File: src/logic/video_pkg.sv
package video_pkg;

	// Row, column and frame size counters
	localparam int DIM_WIDTH = 12;

	localparam int PIXEL_WIDTH_DEFAULT = 8;

	// Stream sideband bits carried next to the pixel (tuser and tlast)
	localparam int SIDEBAND_WIDTH = 2;

	typedef logic [DIM_WIDTH-1:0] dim_t;

endpackage

File: src/logic/bayer_pkg.sv
package bayer_pkg;

	// Row parity in the upper bit and column parity in the lower bit
	typedef enum logic [1:0] {
		SITE_EVEN_EVEN = 2'b00,
		SITE_EVEN_ODD  = 2'b01,
		SITE_ODD_EVEN  = 2'b10,
		SITE_ODD_ODD   = 2'b11
	} bayer_site_t;

	// Row parity of the kept site
	function automatic logic site_row_odd(input bayer_site_t site);
		return site[1];
	endfunction

	function automatic logic site_col_odd(input bayer_site_t site);
		return site[0]; // Column parity
	endfunction

endpackage

File: src/logic/axis_register_slice.sv
`timescale 1ns/1ps

module axis_register_slice #(
	parameter int PIXEL_WIDTH = video_pkg::PIXEL_WIDTH_DEFAULT
) (
	input  logic                   clk,
	input  logic                   resetn,
	input  logic [PIXEL_WIDTH-1:0] in_tdata,
	input  logic                   in_tuser,
	input  logic                   in_tlast,
	input  logic                   in_tvalid,
	output logic                   in_tready,
	output logic [PIXEL_WIDTH-1:0] out_tdata,
	output logic                   out_tuser,
	output logic                   out_tlast,
	output logic                   out_tvalid,
	input  logic                   out_tready
);
	import video_pkg::*;

	localparam int BEAT_WIDTH = PIXEL_WIDTH + SIDEBAND_WIDTH;

	logic [BEAT_WIDTH-1:0] in_beat;
	logic [BEAT_WIDTH-1:0] main_beat;
	logic [BEAT_WIDTH-1:0] skid_beat;
	logic                  skid_valid;
	logic                  skid_valid_next;
	logic                  in_fire;
	logic                  main_free;

	assign in_beat = {in_tuser, in_tlast, in_tdata};
	assign {out_tuser, out_tlast, out_tdata} = main_beat;

	assign in_fire = in_tvalid && in_tready;
	assign main_free = !out_tvalid || out_tready;

	// Skid entry fills when a beat lands on a stalled main register
	assign skid_valid_next = skid_valid ? !main_free : (in_fire && !main_free);

	always_ff @(posedge clk) begin
		if (!resetn) begin
			out_tvalid <= 1'b0;
			skid_valid <= 1'b0;
			in_tready  <= 1'b0;
		end else begin
			if (main_free)
				out_tvalid <= skid_valid || in_fire;
			skid_valid <= skid_valid_next;
			in_tready  <= !skid_valid_next; // Registered ready
		end
	end

	always_ff @(posedge clk) begin
		if (main_free) begin
			if (skid_valid)
				main_beat <= skid_beat; // Drain skid first to keep order
			else if (in_fire)
				main_beat <= in_beat;
		end
		if (in_fire && !main_free)
			skid_beat <= in_beat;
	end

	// Held beat must not move until it is taken
	assert property (@(posedge clk) disable iff (!resetn)
		out_tvalid && !out_tready |=> out_tvalid && $stable(main_beat));

endmodule

File: src/logic/axis_bayer_extractor.sv
`timescale 1ns/1ps

module axis_bayer_extractor #(
	parameter int                    PIXEL_WIDTH = video_pkg::PIXEL_WIDTH_DEFAULT,
	parameter bayer_pkg::bayer_site_t SITE        = bayer_pkg::SITE_ODD_EVEN
) (
	input  logic                   clk,
	input  logic                   resetn,
	input  logic [PIXEL_WIDTH-1:0] s_axis_tdata,
	input  logic                   s_axis_tuser,
	input  logic                   s_axis_tlast,
	input  logic                   s_axis_tvalid,
	output logic                   s_axis_tready,
	output logic [PIXEL_WIDTH-1:0] m_axis_tdata,
	output logic                   m_axis_tuser,
	output logic                   m_axis_tlast,
	output logic                   m_axis_tvalid,
	input  logic                   m_axis_tready
);
	import video_pkg::*;
	import bayer_pkg::*;

	localparam logic KEEP_ROW = site_row_odd(SITE);
	localparam logic KEEP_COL = site_col_odd(SITE);

	// Position of the next input beat
	dim_t row;
	dim_t col;
	dim_t cur_row;
	dim_t cur_col;

	logic s_fire;
	logic keep;
	logic out_free;
	logic emit;
	logic emit_last;
	logic sof_pending;

	// One kept pixel waiting to learn whether it ends its line
	logic                   pend_valid;
	logic                   pend_user;
	logic                   pend_eol;
	logic [PIXEL_WIDTH-1:0] pend_data;

	assign s_fire = s_axis_tvalid && s_axis_tready;
	assign out_free = !m_axis_tvalid || m_axis_tready;

	// Stall while output is blocked or a line end still has to go out
	assign s_axis_tready = out_free && !(pend_valid && pend_eol);

	// Frame start puts this beat at the origin
	assign cur_row = s_axis_tuser ? '0 : row;
	assign cur_col = s_axis_tuser ? '0 : col;

	assign keep = (cur_row[0] == KEEP_ROW) && (cur_col[0] == KEEP_COL);

	// Pending pixel leaves on the next kept pixel or on the line end
	assign emit = pend_valid && out_free &&
		(pend_eol || (s_fire && (keep || s_axis_tlast)));
	assign emit_last = pend_eol || !keep;

	always_ff @(posedge clk) begin
		if (!resetn) begin
			row <= '0;
			col <= '0;
		end else if (s_fire) begin
			if (s_axis_tlast) begin
				row <= cur_row + 1'b1;
				col <= '0;
			end else begin
				row <= cur_row;
				col <= cur_col + 1'b1;
			end
		end
	end

	always_ff @(posedge clk) begin
		if (!resetn) begin
			pend_valid  <= 1'b0;
			pend_user   <= 1'b0;
			pend_eol    <= 1'b0;
			sof_pending <= 1'b0;
		end else begin
			if (s_fire && keep) begin
				pend_valid <= 1'b1;
				pend_user  <= s_axis_tuser || sof_pending;
				pend_eol   <= s_axis_tlast; // Kept pixel closes its own line
			end else if (emit) begin
				pend_valid <= 1'b0;
				pend_eol   <= 1'b0;
			end

			// Frame start rides along until a pixel is kept
			if (s_fire)
				sof_pending <= keep ? 1'b0 : (s_axis_tuser || sof_pending);
		end
	end

	always_ff @(posedge clk) begin
		if (s_fire && keep)
			pend_data <= s_axis_tdata;
	end

	always_ff @(posedge clk) begin
		if (!resetn) begin
			m_axis_tvalid <= 1'b0;
			m_axis_tuser  <= 1'b0;
			m_axis_tlast  <= 1'b0;
		end else if (emit) begin
			m_axis_tvalid <= 1'b1;
			m_axis_tuser  <= pend_user;
			m_axis_tlast  <= emit_last;
		end else if (m_axis_tready) begin
			m_axis_tvalid <= 1'b0;
			m_axis_tuser  <= 1'b0;
			m_axis_tlast  <= 1'b0;
		end
	end

	always_ff @(posedge clk) begin
		if (emit)
			m_axis_tdata <= pend_data;
	end

	// No kept pixel may overrun a pending pixel that cannot leave
	assert property (@(posedge clk) disable iff (!resetn)
		s_fire && keep |-> !(pend_valid && m_axis_tvalid && !m_axis_tready));

	assert property (@(posedge clk) disable iff (!resetn)
		m_axis_tuser || m_axis_tlast |-> m_axis_tvalid);

endmodule

File: src/logic/bayer_frame_monitor.sv
`timescale 1ns/1ps

module bayer_frame_monitor (
	input  logic                             clk,
	input  logic                             resetn,
	input  logic                             tvalid,
	input  logic                             tready,
	input  logic                             tuser,
	input  logic                             tlast,
	output logic [video_pkg::DIM_WIDTH-1:0] frame_width,
	output logic [video_pkg::DIM_WIDTH-1:0] frame_height,
	output logic                             frame_done,
	output logic                             size_error
);
	import video_pkg::*;

	dim_t beat_cnt;
	dim_t line_cnt;
	dim_t first_len;
	dim_t line_len;
	dim_t line_idx;
	logic fire;
	logic seen_frame;

	assign fire = tvalid && tready;

	// Counts as seen after this beat, restarted by a frame start
	assign line_len = (tuser ? '0 : beat_cnt) + 1'b1;
	assign line_idx = tuser ? '0 : line_cnt;

	always_ff @(posedge clk) begin
		if (!resetn) begin
			beat_cnt     <= '0;
			line_cnt     <= '0;
			first_len    <= '0;
			seen_frame   <= 1'b0;
			frame_width  <= '0;
			frame_height <= '0;
			frame_done   <= 1'b0;
			size_error   <= 1'b0;
		end else begin
			frame_done <= fire && tuser && seen_frame; // None for the first frame

			if (fire) begin
				if (tuser) begin
					seen_frame   <= 1'b1;
					frame_width  <= first_len;
					frame_height <= line_cnt;
				end

				if (tlast) begin
					beat_cnt <= '0;
					line_cnt <= line_idx + 1'b1;
					// First line sets the reference length
					if (line_idx == '0)
						first_len <= line_len;
					else if (line_len != first_len)
						size_error <= 1'b1; // Sticky
				end else begin
					beat_cnt <= line_len;
					line_cnt <= line_idx;
				end
			end
		end
	end

	assert property (@(posedge clk) disable iff (!resetn)
		frame_done |=> !frame_done);

endmodule

File: src/logic/bayer_extract_top.sv
`timescale 1ns/1ps

module bayer_extract_top #(
	parameter int                    PIXEL_WIDTH = video_pkg::PIXEL_WIDTH_DEFAULT,
	parameter bayer_pkg::bayer_site_t SITE        = bayer_pkg::SITE_ODD_EVEN
) (
	input  logic                             clk,
	input  logic                             resetn,
	input  logic [PIXEL_WIDTH-1:0]           s_axis_tdata,
	input  logic                             s_axis_tuser,
	input  logic                             s_axis_tlast,
	input  logic                             s_axis_tvalid,
	output logic                             s_axis_tready,
	output logic [PIXEL_WIDTH-1:0]           m_axis_tdata,
	output logic                             m_axis_tuser,
	output logic                             m_axis_tlast,
	output logic                             m_axis_tvalid,
	input  logic                             m_axis_tready,
	output logic [video_pkg::DIM_WIDTH-1:0] frame_width,
	output logic [video_pkg::DIM_WIDTH-1:0] frame_height,
	output logic                             frame_done,
	output logic                             size_error
);
	// Between slice and extractor
	logic [PIXEL_WIDTH-1:0] mid_tdata;
	logic                   mid_tuser;
	logic                   mid_tlast;
	logic                   mid_tvalid;
	logic                   mid_tready;

	axis_register_slice #(
		.PIXEL_WIDTH(PIXEL_WIDTH)
	) u_slice (
		.clk(clk),
		.resetn(resetn),
		.in_tdata(s_axis_tdata),
		.in_tuser(s_axis_tuser),
		.in_tlast(s_axis_tlast),
		.in_tvalid(s_axis_tvalid),
		.in_tready(s_axis_tready),
		.out_tdata(mid_tdata),
		.out_tuser(mid_tuser),
		.out_tlast(mid_tlast),
		.out_tvalid(mid_tvalid),
		.out_tready(mid_tready)
	);

	axis_bayer_extractor #(
		.PIXEL_WIDTH(PIXEL_WIDTH),
		.SITE(SITE)
	) u_extractor (
		.clk(clk),
		.resetn(resetn),
		.s_axis_tdata(mid_tdata),
		.s_axis_tuser(mid_tuser),
		.s_axis_tlast(mid_tlast),
		.s_axis_tvalid(mid_tvalid),
		.s_axis_tready(mid_tready),
		.m_axis_tdata(m_axis_tdata),
		.m_axis_tuser(m_axis_tuser),
		.m_axis_tlast(m_axis_tlast),
		.m_axis_tvalid(m_axis_tvalid),
		.m_axis_tready(m_axis_tready)
	);

	// Watches the extracted stream only
	bayer_frame_monitor u_monitor (
		.clk(clk),
		.resetn(resetn),
		.tvalid(m_axis_tvalid),
		.tready(m_axis_tready),
		.tuser(m_axis_tuser),
		.tlast(m_axis_tlast),
		.frame_width(frame_width),
		.frame_height(frame_height),
		.frame_done(frame_done),
		.size_error(size_error)
	);

endmodule

File: config.mk
export PLATFORM = sky130hd
export DESIGN_NAME = bayer_extract_top
export DESIGN_NICKNAME = d
export VERILOG_FILES = /design/src/logic/video_pkg.sv /design/src/logic/bayer_pkg.sv /design/src/logic/axis_register_slice.sv /design/src/logic/axis_bayer_extractor.sv /design/src/logic/bayer_frame_monitor.sv /design/src/logic/bayer_extract_top.sv
export SDC_FILE = /design/constraint.sdc
export NUM_CORES = 1
export LEC_CHECK = 0
export BUFFER_PORTS_ARGS = -buffer_cell sky130_fd_sc_hd__buf_4
export CORE_MARGIN = 3
export CORE_UTILIZATION = 40
export DETAILED_ROUTE_END_ITERATION = 6
export SYNTH_ARGS = -nofsm -noshare
export SYNTH_HDL_FRONTEND = slang
export SYNTH_SLANG_ARGS = --single-unit
export TNS_END_PERCENT = 50
File: constraint.sdc
create_clock -name clk -period 2.65 [get_ports clk]
set_clock_uncertainty 0.1 [all_clocks]
set_input_delay 0 -clock clk [delete_from_list [all_inputs] [get_ports clk]]
set_output_delay 0 -clock clk [all_outputs]
set_load 0.01 [all_outputs]
==> out/metrics.cfg <==
[status]
status=completed

[clock_network]
clk_latency_ns=0.35
cts_max_level=3
clkSinkCount=111
path_clk_slew_ns=0.08
clock_path_buffers=2
cts_tree=done
cts_buffers=9
cts_root_buf=clkbuf_16
postCtsSetupRepairBufs=0

[global_route]
grt_pass1_wl_um=16400
grt_antenna_before_repair=0
grt_max_degree=76
grt_usage_pct=15.4
grt_util_met2_pct=24.9
grtUsageMet3_pct=3.94
grt.busiest_layer=met2
gr-total-overflow=0
use_met1_pct=19.6
first_global_vias=3374

[floorplan]
core_area_sq_um=11700
start_util_pct=41.8
die_h_um=117
dieArea_sq_um=13600
io_pins=52
die_x_um=117
rows=39

[yosys]
yosysSeqAreaShare_pct=52.7
yosysTopAreaCell=dfxtp_1
netlist_top_cells_count=nand2_1 (88), dfxtp_1 (75), edfxtp_1 (36), a21boi_0 (33), nor2b_1 (27)
syn_nets=509
synth_seq_cells=111
synth_edf_count=36
syn_area_sq_um=4900
yosysTopAreaCellShare_pct=30.6
synthArstFlopShare_pct=0
syn_inst=493
syn_avg_cell_area_sq_um=9.94
synth.lib_cells_used.distinct=59
yosysMostFrequentCell=nand2_1
yosysWarnings=0
synthTopCellsByArea=dfxtp_1 (31%), edfxtp_1 (22%), nand2_1 (6.7%)
ys.flop_type=dfxtp_1

[worst_setup_path]
crit_buf_inv=0
worstPathMaxFanout=8
required_ns=2.79
critical_path.slowest_cell=or4_1
crit_path_end_kind=flop
max_stage_delay_ns=0.50
worstPathArrival_ns=2.49
crit_path_start_kind=flop
worst-r2r-cell-count=7
crit_cells=7
path_delay_family=compound AO/OA/AOI/OAI gates
cp_cell_sequence=nand4_2, or4_1, a21oi_1, xor2_1, a2111oi_1, a31oi_1, o21a_1
critPathKind=reg -> reg

[finish]
final_core_util_pct=49.8
area_delta_synth_final_pct=19.1
layout.nets=568
final_cell_area_sq_um=5840
fill_cells=1089
diodes=0
drive_gt1_share_pct=18.1

[power_and_ir_drop]
p_sw_share_pct=22.0
p_leak_nw=2.14
pwr-share-clk_pct=41.6
irDropWorstVdd_mv=0.510
intPower_mw=2.48
powerDensity_nw_per_um2=545
switchingPower_mw=0.701
comb_power_share_pct=2.7
p_seq_share_pct=55.7

[drt]
wl_um=9750
vias=3583
drc=0
post_drt_wl_per_cell_um=13.9
ant_nets=0
detail_route.vias_per_cell=5.12
firstDrtPassIters=4
drt_iter0_drc=164

[worst_hold_path]
worstHoldPathType=in -> reg
min_delay_path_depth=2

[place]
dpl_cell_area_sq_um=5420
io_buffers=51
dpl_worst_slack_ns=0.265
globalplace.congestion=0.860
hpwl_um=6720

[sta]
period_minus_slack_ns=2.34
setup_slack_ns=0.306
hold_viol_final=0
drv_slew=0
slew_headroom_pct=58.6
period_share_pct=88.5
worst_pin_slew_ns=0.621
rsz0062_at_grt=no
final.setup.tns_ns=0
fmax_mhz=427
finalSetupViolCount=0

[job]
cap_violations=0

==> stage by stage <==
step | hold slack (ns) | cells | total power [mW]
final | 0.0828 | 700 | 3.18
after global routing | 0.132 | 700 | 3.31
after CTS | 0.0914 | 700 | 3.22
after detailed placement | 0.0897 | 672 | 1.88
after floorplan | -0.00113 | 493 | 1.85
after global placement | 0.0891 | 672 | 1.88
==> final timing paths <==
path                                          startpoint                          end  slack (ns)
worst max register to register     u_monitor.beat_cnt[3]         u_monitor.size_error        0.31
worst min-delay path                              resetn     u_extractor.m_axis_tlast        0.08
worst min register to register  u_extractor.pend_data[4]  u_extractor.m_axis_tdata[4]        0.32
worst max-delay path               u_monitor.beat_cnt[3]         u_monitor.size_error        0.31
==> power by group through the flow <==
stage | registers (mW) | clock network, mW | logic (mW)
after CTS | 1.77 | 1.37 | 0.0876
after floorplan | 1.81 | 0 | 0.0448
final | 1.77 | 1.32 | 0.0868
after global placement | 1.81 | 0 | 0.0717
after global routing | 1.77 | 1.44 | 0.0963
after detailed placement | 1.81 | 0 | 0.0734
==> what timing repair did <==
item                                    in CTS  in global routing
endpoints found under the setup margin       0                  1
gates resized for setup                      0                  3
hold endpoints to repair                    26                  0
hold buffers                                12                  0
==> registers in the layout, summed over array words and instances, names as in the netlist, 8 cells and up <==
signal	flops
u_monitor.line_cnt	12
u_monitor.frame_height	12
u_slice.skid_beat	10
u_slice.main_beat	10
u_monitor.frame_width	12
u_extractor.pend_data	8
u_monitor.beat_cnt	12
u_extractor.m_axis_tdata	8
u_monitor.first_len	12
==> layout make-up <==
cell class | count | area (sq um) | share of cell area (%)
Sequential cell | 111 | 2580 | 44.3
Multi-Input combinational cell | 346 | 2150 | 36.9
Timing Repair Buffer | 75 | 593 | 10.2
Clock buffer | 9 | 225 | 3.86
Tap cell | 143 | 179 | 3.07
Clock inverter | 7 | 68.8 | 1.18
Inverter | 9 | 33.8 | 0.579
==> logic make-up (layout without fill, tap and decap cells) <==
family | count (synthesis) | count (layout) | synth area share [%]
compound gates | 98 | 98 | 13.6
xor+xnor | 19 | 19 | 3.68
fa+ha+maj | 2 | 2 | 0.511
buf+inv | 36 | 100 | 3.42
flops | 111 | 111 | 52.7
mux | 21 | 21 | 4.57
simple gates | 206 | 206 | 21.5
==> worst reg2reg max path, delay by kind of cell (launching register included) <==
family / cells / cell delay [ns]
compound gates: 4 / 0.87
simple gates: 2 / 0.70
flops: 1 / 0.48
xor+xnor: 1 / 0.09
==> layer usage <==
| layer | part of all wire (%) | vias up |
|---|---|---|
| met5 | 0 | - |
| met4 | 2.5 | 0 |
| met3 | 4.2 | 17 |
| met2 | 48 | 70 |
| met1 | 45 | 1654 |
| li1 | - | 1842 |
==> placed cells by master (no fill, tap or decap), types with 2 or more instances in the layout <==
cell type	netlist	routed
o31ai_1	3	3
and4b_1	2	2
clkbuf_16	0	9
edfxtp_1	36	36
o21ai_0	18	18
ha_1	2	2
a21oi_1	17	17
inv_8	0	2
and3_1	4	4
inv_6	0	3
xnor2_1	8	8
nand3b_1	3	3
and4_1	2	2
a31oi_1	3	3
dlygate4sd3_1	0	12
nand4_1	4	4
buf_4	1	63
a21boi_0	33	33
mux2_2	11	11
and2_1	12	12
mux2i_1	10	10
nor2b_1	27	27
nor3b_1	2	2
nor2_1	21	21
nand2_1	88	88
dfxtp_2	0	2
a22oi_1	6	6
nand3_1	13	13
xor2_1	10	10
or4_1	3	3
nor3_1	7	7
inv_1	9	9
dfxtp_1	75	73
o211a_1	4	4
nand2b_1	6	6
o21a_1	4	4
No activity file was read; power rests on OpenSTA's default activity.
